## src/common/apu_cfg.svh

```systemverilog
`ifndef APU_CFG_SVH
`define APU_CFG_SVH

// microcode word address, 256 words of code
`define APU_CODE_AW 8

// dram request address
// byte ports 0 and 1 fill bits 15:0, port 2 fills the rest
`define APU_DRAM_AW 21

// timer counter width, loaded from one port byte
`define APU_TIMER_W 8

`endif

```

## src/common/apu_pkg.sv

```systemverilog
`include "apu_cfg.svh"

package apu_pkg;

	typedef logic [15:0] instr_t;                   // one microcode word
	typedef logic [7:0] reg8_t;                     // register or port byte
	typedef logic [`APU_CODE_AW-1:0] pc_t;          // code word address
	typedef logic [`APU_DRAM_AW-1:0] dram_addr_t;
	typedef logic [15:0] dram_data_t;
	typedef logic [`APU_TIMER_W-1:0] timer_t;

	// instr[15:12], codes 9 10 11 14 run as no-ops
	typedef enum logic [3:0] {
		op_ld_imm  = 4'd0,
		op_and_imm = 4'd1,
		op_or_imm  = 4'd2,
		op_xor_imm = 4'd3,
		op_add_imm = 4'd4,
		op_sub_imm = 4'd5,
		op_alu_rr  = 4'd6,   // reg-reg ld/and/or/xor
		op_out     = 4'd7,
		op_wait    = 4'd8,   // pin wait
		op_in      = 4'd12,
		op_jr      = 4'd13,  // conditional relative jump
		op_misc    = 4'd15   // halt or nop
	} opcode_t;

	typedef enum logic [1:0] {
		st_fetch,   // code address out
		st_exec,    // word back from ram
		st_wait,    // stalled on a pin
		st_halt     // parked until host halt
	} core_state_t;

endpackage

```

## src/apu/apu_code_ram.sv

```systemverilog
`timescale 1ns/1ps
`include "apu_cfg.svh"

module apu_code_ram import apu_pkg::*;
(
	input  logic                  clk,
	input  logic                  arst_n,
	input  logic                  code_wen,     // host byte write
	input  reg8_t                 code_wdata,
	input  logic [`APU_CODE_AW:0] code_waddr,   // byte address, bit 0 picks the half
	input  pc_t                   rd_addr,      // from core
	output instr_t                instr         // registered read data
);

	localparam int code_depth = 1 << `APU_CODE_AW;

	reg8_t  lo_byte;                // even byte waits here for its pair
	instr_t mem [code_depth];
	logic   word_wen;

	// odd byte completes the word
	assign word_wen = code_wen && code_waddr[0];

	always_ff @(posedge clk or negedge arst_n)
	begin
		if (!arst_n)
			lo_byte <= '0;
		else if (code_wen && !code_waddr[0])
			lo_byte <= code_wdata;
	end

	// read returns old data on a same-address write
	always_ff @(posedge clk)
	begin
		if (word_wen)
			mem[code_waddr[`APU_CODE_AW:1]] <= {code_wdata, lo_byte};
		instr <= mem[rd_addr];
	end

endmodule

```

## src/apu/apu_core.sv

```systemverilog
`timescale 1ns/1ps
`include "apu_cfg.svh"

module apu_core import apu_pkg::*;
(
	input  logic       clk,
	input  logic       arst_n,
	input  logic       apu_halt,     // host hold, restarts from 0
	input  instr_t     instr,        // code word, one clock after rd_addr
	input  timer_t     timer_cnt,
	input  logic       timer_end,
	input  logic       apu_strobe,   // dram strobe pin
	output pc_t        rd_addr,
	output logic       timer_wen,    // single-cycle load
	output timer_t     timer_wdata,
	output logic       apu_rdy,
	output dram_addr_t apu_addr,
	output dram_data_t apu_data_w,
	output logic       apu_req
);

	core_state_t state;
	pc_t         pc;
	reg8_t       regs [16];
	logic        flag_c, flag_z, flag_n;

	opcode_t     op;
	logic [3:0]  dst, src, rr_dst, wr_sel;
	logic        is_rr, exec, is_halt;
	reg8_t       opa, opb, src_val, port_rd;
	reg8_t       alu_res;
	logic        alu_cy, alu_wr;
	logic        jc_base, jcond;
	logic [31:0] pins_in;
	logic        pin_match;
	pc_t         pc_inc, pc_rel;

	// operand fields
	assign op     = opcode_t'(instr[15:12]);
	assign dst    = instr[11:8];
	assign src    = instr[3:0];
	assign rr_dst = instr[7:4];   // reg-reg form keeps dst low
	assign is_rr  = (op == op_alu_rr);
	assign wr_sel = is_rr ? rr_dst : dst;

	assign opa     = regs[wr_sel];
	assign opb     = is_rr ? regs[src] : instr[7:0];
	assign src_val = regs[src];

	// no execute in a cycle where the host holds the core
	assign exec    = (state == st_exec) && !apu_halt;
	assign is_halt = (op == op_misc) && (instr[11:0] == 12'hfff);

	always_comb
	begin
		alu_res = opb;
		alu_cy  = flag_c;   // carry kept unless add or sub
		alu_wr  = 1'b1;
		case (op)
			op_ld_imm:  alu_res = opb;
			op_and_imm: alu_res = opa & opb;
			op_or_imm:  alu_res = opa | opb;
			op_xor_imm: alu_res = opa ^ opb;
			op_add_imm: {alu_cy, alu_res} = {1'b0, opa} + {1'b0, opb};
			op_sub_imm: {alu_cy, alu_res} = {1'b0, opa} - {1'b0, opb};  // bit 8 is borrow
			op_alu_rr:
			begin
				case (instr[11:10])
					2'd0: alu_res = opb;
					2'd1: alu_res = opa & opb;
					2'd2: alu_res = opa | opb;
					default: alu_res = opa ^ opb;
				endcase
			end
			default: alu_wr = 1'b0;
		endcase
	end

	// conditions 4..7 are 0..3 inverted
	always_comb
	begin
		case (instr[10:9])
			2'd0: jc_base = 1'b1;
			2'd1: jc_base = flag_c;
			2'd2: jc_base = flag_z;
			default: jc_base = flag_n;
		endcase
	end
	assign jcond = jc_base ^ instr[11];

	// input pins, unused ones read 0
	assign pins_in   = {30'b0, apu_strobe, timer_end};
	assign pin_match = (pins_in[instr[4:0]] == instr[11]);

	assign port_rd = (src == 4'd0) ? reg8_t'(timer_cnt) : 8'h00;  // only the timer is readable

	assign pc_inc = pc_t'(pc + 1'b1);
	assign pc_rel = pc_t'(pc_inc + pc_t'(signed'(instr[8:0])));   // rel9 from the next word

	assign rd_addr = pc;

	always_ff @(posedge clk or negedge arst_n)
	begin
		if (!arst_n)
		begin
			state   <= st_fetch;
			pc      <= '0;
			apu_rdy <= 1'b0;
		end
		else if (apu_halt)
		begin
			state   <= st_fetch;
			pc      <= '0;
			apu_rdy <= 1'b0;
		end
		else
		begin
			case (state)
				st_fetch: state <= st_exec;   // ram registers the word
				st_exec:
				begin
					case (op)
						op_wait: state <= st_wait;
						op_jr:
						begin
							state <= st_fetch;
							pc    <= jcond ? pc_rel : pc_inc;
						end
						op_misc:
						begin
							if (is_halt)
							begin
								state   <= st_halt;   // pc parks on the halt word
								apu_rdy <= 1'b1;
							end
							else
							begin
								state <= st_fetch;
								pc    <= pc_inc;
							end
						end
						default:
						begin
							state <= st_fetch;
							pc    <= pc_inc;
						end
					endcase
				end
				st_wait:
				begin
					if (pin_match)
					begin
						state <= st_fetch;
						pc    <= pc_inc;
					end
				end
				default: state <= st_halt;   // stay until apu_halt
			endcase
		end
	end

	// register file and flags
	always_ff @(posedge clk or negedge arst_n)
	begin
		if (!arst_n)
		begin
			for (int i = 0; i < 16; i++)
				regs[i] <= '0;
			flag_c <= 1'b0;
			flag_z <= 1'b0;
			flag_n <= 1'b0;
		end
		else if (exec && alu_wr)
		begin
			regs[wr_sel] <= alu_res;
			flag_c       <= alu_cy;
			flag_z       <= (alu_res == 8'h00);
			flag_n       <= alu_res[7];
		end
		else if (exec && (op == op_in))
			regs[dst] <= port_rd;   // flags untouched
	end

	// output ports
	always_ff @(posedge clk or negedge arst_n)
	begin
		if (!arst_n)
		begin
			apu_addr   <= '0;
			apu_data_w <= '0;
			apu_req    <= 1'b0;
		end
		else if (exec && (op == op_out))
		begin
			case (dst)
				4'd0: apu_addr[7:0]   <= src_val;
				4'd1: apu_addr[15:8]  <= src_val;
				4'd2: apu_addr[`APU_DRAM_AW-1:16] <= src_val[`APU_DRAM_AW-17:0];  // top bits dropped
				4'd3: apu_data_w[7:0] <= src_val;
				4'd4: apu_data_w[15:8] <= src_val;
				4'd6: apu_req         <= src_val[0];   // pin port
				default: ;
			endcase
		end
	end

	// port 5 goes straight to the timer
	assign timer_wen   = exec && (op == op_out) && (dst == 4'd5);
	assign timer_wdata = timer_t'(src_val);

endmodule

```

## src/hdl/apu_timer.sv

```systemverilog
`timescale 1ns/1ps

module apu_timer import apu_pkg::*;
(
	input  logic   clk,
	input  logic   arst_n,
	input  logic   wen,       // load strobe
	input  timer_t wdata,
	output timer_t ctr,
	output logic   cnt_end    // count at zero after a load
);

	logic armed;   // set by the first load

	always_ff @(posedge clk or negedge arst_n)
	begin
		if (!arst_n)
		begin
			ctr   <= '0;
			armed <= 1'b0;
		end
		else if (wen)
		begin
			ctr   <= wdata;
			armed <= 1'b1;
		end
		else if (ctr != '0)
			ctr <= timer_t'(ctr - 1'b1);   // stops at zero
	end

	// low out of reset, no load seen yet
	assign cnt_end = armed && (ctr == '0);

endmodule

```

## src/hdl/apu_top.sv

```systemverilog
`timescale 1ns/1ps
`include "apu_cfg.svh"

module apu_top import apu_pkg::*;
(
	input  logic                  clk,
	input  logic                  arst_n,
	input  logic                  apu_halt,     // host hold
	input  logic                  code_wen,     // microcode byte load
	input  reg8_t                 code_wdata,
	input  logic [`APU_CODE_AW:0] code_waddr,
	input  logic                  apu_strobe,   // dram strobe
	output logic                  apu_rdy,
	output dram_addr_t            apu_addr,
	output dram_data_t            apu_data_w,
	output logic                  apu_req
);

	instr_t instr;
	pc_t    rd_addr;
	logic   timer_wen;
	timer_t timer_wdata;
	timer_t timer_cnt;
	logic   timer_end;

	// host-loaded code store
	apu_code_ram code_ram_inst (
		.clk        (clk),
		.arst_n     (arst_n),
		.code_wen   (code_wen),
		.code_wdata (code_wdata),
		.code_waddr (code_waddr),
		.rd_addr    (rd_addr),
		.instr      (instr)
	);

	apu_core core_inst (
		.clk         (clk),
		.arst_n      (arst_n),
		.apu_halt    (apu_halt),
		.instr       (instr),
		.timer_cnt   (timer_cnt),
		.timer_end   (timer_end),
		.apu_strobe  (apu_strobe),
		.rd_addr     (rd_addr),
		.timer_wen   (timer_wen),
		.timer_wdata (timer_wdata),
		.apu_rdy     (apu_rdy),
		.apu_addr    (apu_addr),
		.apu_data_w  (apu_data_w),
		.apu_req     (apu_req)
	);

	// loaded through core port 5, read back on in port 0
	apu_timer timer_inst (
		.clk     (clk),
		.arst_n  (arst_n),
		.wen     (timer_wen),
		.wdata   (timer_wdata),
		.ctr     (timer_cnt),
		.cnt_end (timer_end)
	);

endmodule

```

## config.mk

```make
export PLATFORM = sky130hd
export DESIGN_NAME = apu_top
export DESIGN_NICKNAME = d
export VERILOG_FILES = /design/src/common/apu_pkg.sv /design/src/apu/apu_code_ram.sv /design/src/apu/apu_core.sv /design/src/hdl/apu_timer.sv /design/src/hdl/apu_top.sv
export VERILOG_INCLUDE_DIRS = /design/src /design/src/common
export SDC_FILE = /design/constraint.sdc
export NUM_CORES = 2
export LEC_CHECK = 0
export CAP_MARGIN = 10
export CELL_PAD_IN_SITES_DETAIL_PLACEMENT = 1
export CELL_PAD_IN_SITES_GLOBAL_PLACEMENT = 1
export CORE_UTILIZATION = 55
export CTS_BUF_LIST = sky130_fd_sc_hd__clkbuf_8
export CTS_CLUSTER_DIAMETER = 40
export CTS_CLUSTER_SIZE = 20
export DETAILED_ROUTE_END_ITERATION = 10
export DONT_BUFFER_PORTS = 1
export HOLD_SLACK_MARGIN = 0.03
export PLACE_DENSITY = 0.73
export SLEW_MARGIN = 40
export SYNTH_ARGS = -nofsm -noshare
export SYNTH_HDL_FRONTEND = slang
export SYNTH_SLANG_ARGS = --single-unit
```

## constraint.sdc

```tcl
create_clock -name clk -period 6.1 [get_ports clk]
set_input_delay 1.22 -clock clk [delete_from_list [all_inputs] [get_ports clk]]
set_output_delay 1.22 -clock clk [all_outputs]
set_load 0.01 [all_outputs]
```

* Word level (Yosys, flattened, before mapping)
Memories as Yosys holds them, arrays and structs flattened. A register that Yosys moved wholly into a read port is not among the register bits.
Index checks and enable logic that the tools add are counted.
W data, S select, Z words.
** Cells by class
- Equality and inequality tests :: 28
- Order comparisons :: 6
- Multiplexer cells :: 43
- Add/subtract/negate cells :: 5
- Reduce and logical (&&, ||, !) cells :: 39
- Bitwise gates (word level) :: 7
** Operators with widths (count)
- $bwmux W128 :: 2
- $mux W128 :: 2
- $mux W8 :: 14
- $bmux W8 S4 :: 2
- $demux W8 S4 :: 2
- $pmux W8 S3 :: 2
- $pmux W8 S6 :: 1
- $eq A4 B3 Y1 const B :: 7
- $eq A4 B2 Y1 const B :: 4
- $eq A4 B4 Y1 const B :: 4
- $logic_not A8 Y1 :: 2
- $pmux W8 S2 :: 1
- $ge A5 B5 Y1 const B :: 3
- $not A4 Y5 :: 3
- $reduce_and A2 Y1 :: 7
- $eq A12 B12 Y1 const B :: 1
- $logic_not A4 Y1 :: 3
- $reduce_bool A2 Y1 :: 6
- $logic_and A1 B1 Y1 :: 11
- $lt A5 B1 Y1 const B :: 2
- $add A8 B8 Y9 :: 1
- $sub A8 B8 Y9 :: 1
- $add A8 B1 Y8 const B :: 1
- $add A8 B8 Y8 :: 1
- 28 further kinds :: 45
** Word-level totals
- Output and inout port bits :: 39
- Bits of input ports :: 22
- Word-level logic and storage cells :: 160
- Register bits :: 197
- Memories kept :: 1
- RAM bits :: 4096
** Memories
- code_ram_inst.mem :: words 256, bits a word 16, rd ports 1, clocked after Yosys merged registers in 1, write ports 1, RTL line apu_code_ram.sv:18 : instr_t mem [code_depth];

* Logic depth before layout (Yosys ltp)
- Depth after elaboration :: 11
- Gate-level depth with buffers :: 21
- Mapped depth without buffers :: 18

* Hierarchy
Synthesis repeated with hierarchy kept, for this count alone.
** Unflattened totals
- Cell total of the unflattened synthesis :: 8725
- Area total of the unflattened synthesis :: 171997.5 um2
** By module, submodules not included
- apu_code_ram :: times used 1, sequential area each 123518.5 um2, cells an instance 7446, area each 158926.2 um2
- apu_core :: times used 1, sequential area each 4504.3 um2, cells an instance 1220, area each 12494.5 um2
- apu_timer :: times used 1, sequential area each 225.2 um2, cells an instance 59, area each 576.8 um2

* Worst setup path before layout
No wires, ideal clock.
- Path type :: flip-flop to flip-flop
- Start point :: reg code_ram_inst.instr[12], read port of code_ram_inst.mem
- End point :: reg core_inst.regs[70] in the netlist's numbering
- Period minus slack after synthesis :: 4736 ps
- Library setup time :: 67 ps
- Data required time :: 6033 ps
- Slack :: 1364 ps
- Path buffers :: 6
- Cell stages (with the launch flop) :: 21
- Arrival :: 4669 ps
- Cells stage by stage :: dfxtp_1 buf_2 nand4bb_1 buf_2 mux2i_1 buf_2 buf_2 mux4_2 o22ai_1 nor2_1 ha_1 clkbuf_1 or3b_1 a21oi_1 nor2_1 o221a_2 o21ai_1 nor2_1 o21ai_1 clkbuf_1 a221o_1
** Between the ends
- Longest elaborated chain between the ends :: 11
- Elaborated cells on any way between the ends :: 33
- Those cells by class :: add/sub: 2; order compare: 2; eq/ne: 7; mux: 12; bitwise: 4; reduce/logical: 6
** Ends and longest elaborated chain
- from (decl) :: RTL line apu_code_ram.sv:12 : output instr_t instr
- branches (longest 11 deep; another with $sub A8 B8 Y9)
- to (signal, indexed assignment) :: RTL line apu_core.sv:175 : regs[wr_sel] <= alu_res;
- to (signal, indexed assignment) :: RTL line apu_core.sv:181 : regs[dst] <= port_rd;
- to (decl) :: RTL line apu_core.sv:24 : reg8_t regs [16];
Parallel ways; which one is timed is not known. The select of a mux whose other input is x is not followed.
A chain may end at the register's enable or synchronous reset.

* Final worst setup path
- Start point :: reg code_ram_inst.instr[15], read port of code_ram_inst.mem
- End point :: reg core_inst.regs[39] in the netlist's numbering
The elaborated chain is that of the path after synthesis.

==> results.md <==
- Netlist cell types: between 70 and 80
- Multiplexer share of the synthesized area: 18.4%
- XOR/XNOR share of the synthesized area: less than 1%
- Core region area: roughly 310000 um^2
- GRT Util Overall: between 20% and 30%
- Power density cells: around 420 nW/um^2
- Leak: around 0.059 uW
- CTS buffer count: about 540
- Relative slew slack: between 20% and 30%
- Post-synthesis simple-gate area fraction: roughly 2.0%
- Largest net degree at the start of global routing: 258
- Main area contributors after synthesis: edfxtp_1 (73%), mux4_2 (18%), dfrtp_1 (2.9%)
- Worst path max stage delay: about 0.67 ns
- Placed cell area: roughly 180000 um^2
- Number of synthesized flops with an enable pin: around 4100
- Total gr overflow: 0
- Critical path, cell by cell: nand4bb_1 -> buf_4 -> mux2i_4 -> buf_4 -> mux4_2 -> o22ai_1 -> nor2_1 -> ha_1 -> inv_1 -> o21a_1 -> a311o_1 -> o21ai_0 -> a21oi_1 -> o21ai_1 -> o22a_1 -> a221o_1
- Kind of critical path: reg -> reg
- RSZ-0062 raised after global routing: false
- Row count: 203
- Latest clock arrival within the worst-skew pair: ~1.2 ns
- Crit path DAT: 6.85 ns
- Initial Util: between 50 and 60%
- Root buffer cell: clkbuf_8
- Tmin final: 5.75 ns
- Full die area: approximately 310000 um^2
- Initial antenna violation count: 22
- Initial drt markers: around 11000
- I/O pins: ~60
- Per-cell routed wire length: around 36 um
- Hpwl dp: around 270 mm
- Worst-path maximum fanout: 28
- CTS tree: yes
- Layout Nets: 8247
- Main flop type after synthesis: edfxtp_1
- Yosys top cell area share: between 70% and 80%
- Synth warnings: 0
- Via density: 6.68
- Post-route DRC: 0
- ANT nets after route: 0
- Synth Cell Area: ~170000 um^2
- CP endpoint kind: flop
- Synth Area in Adders: 0.280%
- Max-cap violations: 0
- First-pass GRT wire length: 654 mm
- Critical Path Start Type: flop
- # clock sinks: ~4300
- Total wire length: around 460 mm
- Compound-Gate Fraction of Synth Area: roughly 2.3%
- Mapped Cells: between 7000 and 8000
- Reg power frac: a little over two fifths
- # setup viols final: 0
- Final hold violation count: 0
- Final Max Tran Viols: 0
- Main combinational cell family by area after synthesis: multiplexers
- Crit share post-route: a little over nine tenths
- Max Buffers Root-to-Sink: 4
- H-Tree Depth: 6
- Share of layout cells above drive strength 1: between 30% and 40%
- GP Congestion: between 0.8 and 0.9
- Setup Skew: 0.0688 ns
- Most used cell, CP: buf_4
- Post-Synthesis Net Count: ~7600
- Outcome: finished, final reports clean
- Die Ht: approximately 560 um
- Hold Path Class: in -> reg
- Reg clk slew, reported paths: about 0.08 ns
- FMAX: approximately 170 MHz
- Vias in the first global route: a little under 90000
- Crit-path slowest cell: o22a_1
- Postcts setup bufs: 0
- Peak supply drop: ~0.00026 V
- Vias: 85000
- Switching share of power: about a third
- Least-Margin Pin Slew: 1.07 ns
- Area leader, netlist: edfxtp_1
- Mean Syn Cell Area: 22.3 um^2
- Port bufs: 0
- Hold Slack: 0.138 ns
- Synthesis-to-layout area growth: 12.5%
- Finished Cell Area: ~190000 um^2
- Synth async-reset ratio: 4.57%
- Register bit total from synthesis: 4309
- DR pass1 iterations: 6
- Combinational share of power: 26.7%
- Die width: roughly 560 um
- CP required: ~7.2 ns
- NetSw: around 25000 uW
- Setup_tns: 0 ns
- Int Pwr: around 54000 uW
- Clock share of power: 30.3%
- Post-synthesis sequential area ratio: 75.8%
## layer usage
| layer | global-route usage (%) | share of wire [%] |
|---|---|---|
| met1 | 42.6 | 39 |
| met3 | 5.69 | 9.2 |
| met5 | 0 | 0.014 |
| met4 | 9.33 | 3.3 |
| met2 | 47.5 | 48 |
## per-stage QoR
step           utilization [%]  total power, uW  cells  setup WS, ns
3_3_place_gp              57.9            55000  11700         0.525
3_5_place_dp              58.0            55500  11700         0.395
2_1_floorplan                -            47700   7589          1.36
4_1_cts                   62.1            79300  12700         0.353
6_report                  62.2            79100  12700         0.355
5_1_grt                   62.2            81400  12700         0.118
## power by group through the flow
stage	Clock, uW	Sequential, uW	Combinational, uW
finish	23900	34000	21100
CTS	24300	34000	20900
detailed placement	0	34700	20800
global placement	0	34800	20200
global route	25300	34100	22000
floorplan	0	34500	13200
## final cells by class
class	instances	area [um^2]
multi-input combinational	2792	39500
timing repair buffer	512	4730
clock buffer	555	7640
inverter	39	146
sequential	4309	128000
fill	24900	116000
clock inverter	424	4840
tap	4100	5130
antenna	4	10.0
## flip-flops by register name, summed over array words and instances, names as in the netlist
signal,cells
code_ram_inst.mem,4096
core_inst.regs,128
core_inst.apu_addr,21
code_ram_inst.instr,16
core_inst.apu_data_w,16
code_ram_inst.lo_byte,8
core_inst.rd_addr,8
timer_inst.ctr,8
core_inst.state,2
core_inst.apu_rdy,1
core_inst.apu_req,1
core_inst.flag_c,1
core_inst.flag_n,1
core_inst.flag_z,1
timer_inst.armed,1
## final timing paths
path | from | endpoint | slack [ns] | depth (start not counted)
worst min register to register | timer_inst.armed$_DFFE_PN0P_ | timer_inst.armed$_DFFE_PN0P_ | 0.47 | 1
worst max register to register | code_ram_inst.instr[15]$_DFF_P_ | core_inst.regs[39]$_DFFE_PN0P_ | 0.35 | 16
max in group asynchronous | arst_n | core_inst.apu_data_w[6]$_DFFE_PN0P_ | 4.21 | 4
worst max-delay path | code_ram_inst.instr[15]$_DFF_P_ | core_inst.regs[39]$_DFFE_PN0P_ | 0.35 | 16
worst min-delay path | code_wdata[0] | code_ram_inst.mem[237][8]$_DFFE_PP_ | 0.14 | 0
min in group asynchronous | arst_n | code_ram_inst.lo_byte[0]$_DFFE_PN0P_ | 0.55 | 2
## synthesized netlist by cell type, types with 16 or more instances
master / n
a22oi_1: 161
nor3_1: 22
buf_1: 89
mux4_2: 1332
dfxtp_1: 16
nand2b_1: 22
inv_1: 38
a21oi_1: 48
nand2_1: 193
buf_2: 34
edfxtp_1: 4096
o22ai_1: 17
mux2_2: 48
a221oi_1: 36
o21ai_1: 40
nand3_1: 33
o221ai_1: 18
mux2i_1: 31
nand4_1: 18
dfrtp_1: 197
nor2b_1: 32
nor2_1: 408
a221o_1: 58
o21ai_0: 83
a22o_1: 35
clkbuf_1: 318
ha_1: 33
## repair_timing
| action | in CTS | in global routing |
|---|---|---|
| hold buffers | 2 | 0 |
| endpoints found under the hold margin | 197 | 0 |
| gates resized for setup | 0 | 0 |
## placed cells by master, fill, tap and decap left out, types with 27 or more instances in the layout
master	n
o21ai_1	37
edfxtp_1	4096
dfrtp_1	185
mux2i_1	30
nand2_1	189
buf_4	441
bufinv_16	68
clkinv_1	36
a21oi_1	48
nor2_2	27
inv_1	67
a221oi_1	36
a22oi_1	161
a221o_1	58
clkinv_2	43
mux4_2	1332
a22o_1	35
clkbuf_8	555
clkinvlp_4	67
buf_12	52
inv_6	72
clkinv_4	47
ha_1	33
nor2_1	356
o21ai_0	83
mux2_2	48
inv_8	43
## worst max-delay path, delay by kind of cell (launching register included)
| kind | cells | cell delay [ns] |
|---|---|---|
| fa+ha+maj | 1 | 0.48 |
| simple gates | 2 | 0.45 |
| compound gates | 8 | 2.23 |
| flops | 1 | 0.64 |
| mux | 2 | 0.89 |
| buf+inv | 3 | 0.94 |
## logic make-up (layout without fill, tap and decap cells)
logic type | count (synthesis) | in the layout
XOR/XNOR | 16 | 16
multiplexers | 1423 | 1423
flip-flops | 4309 | 4309
adder cells (fa/ha/maj) | 36 | 36
AND/OR/NAND/NOR | 776 | 776
buffers and inverters | 488 | 1530
AO/OA/AOI/OAI | 541 | 541
other | 0 | 4
No activity file was read; power rests on OpenSTA's default activity.
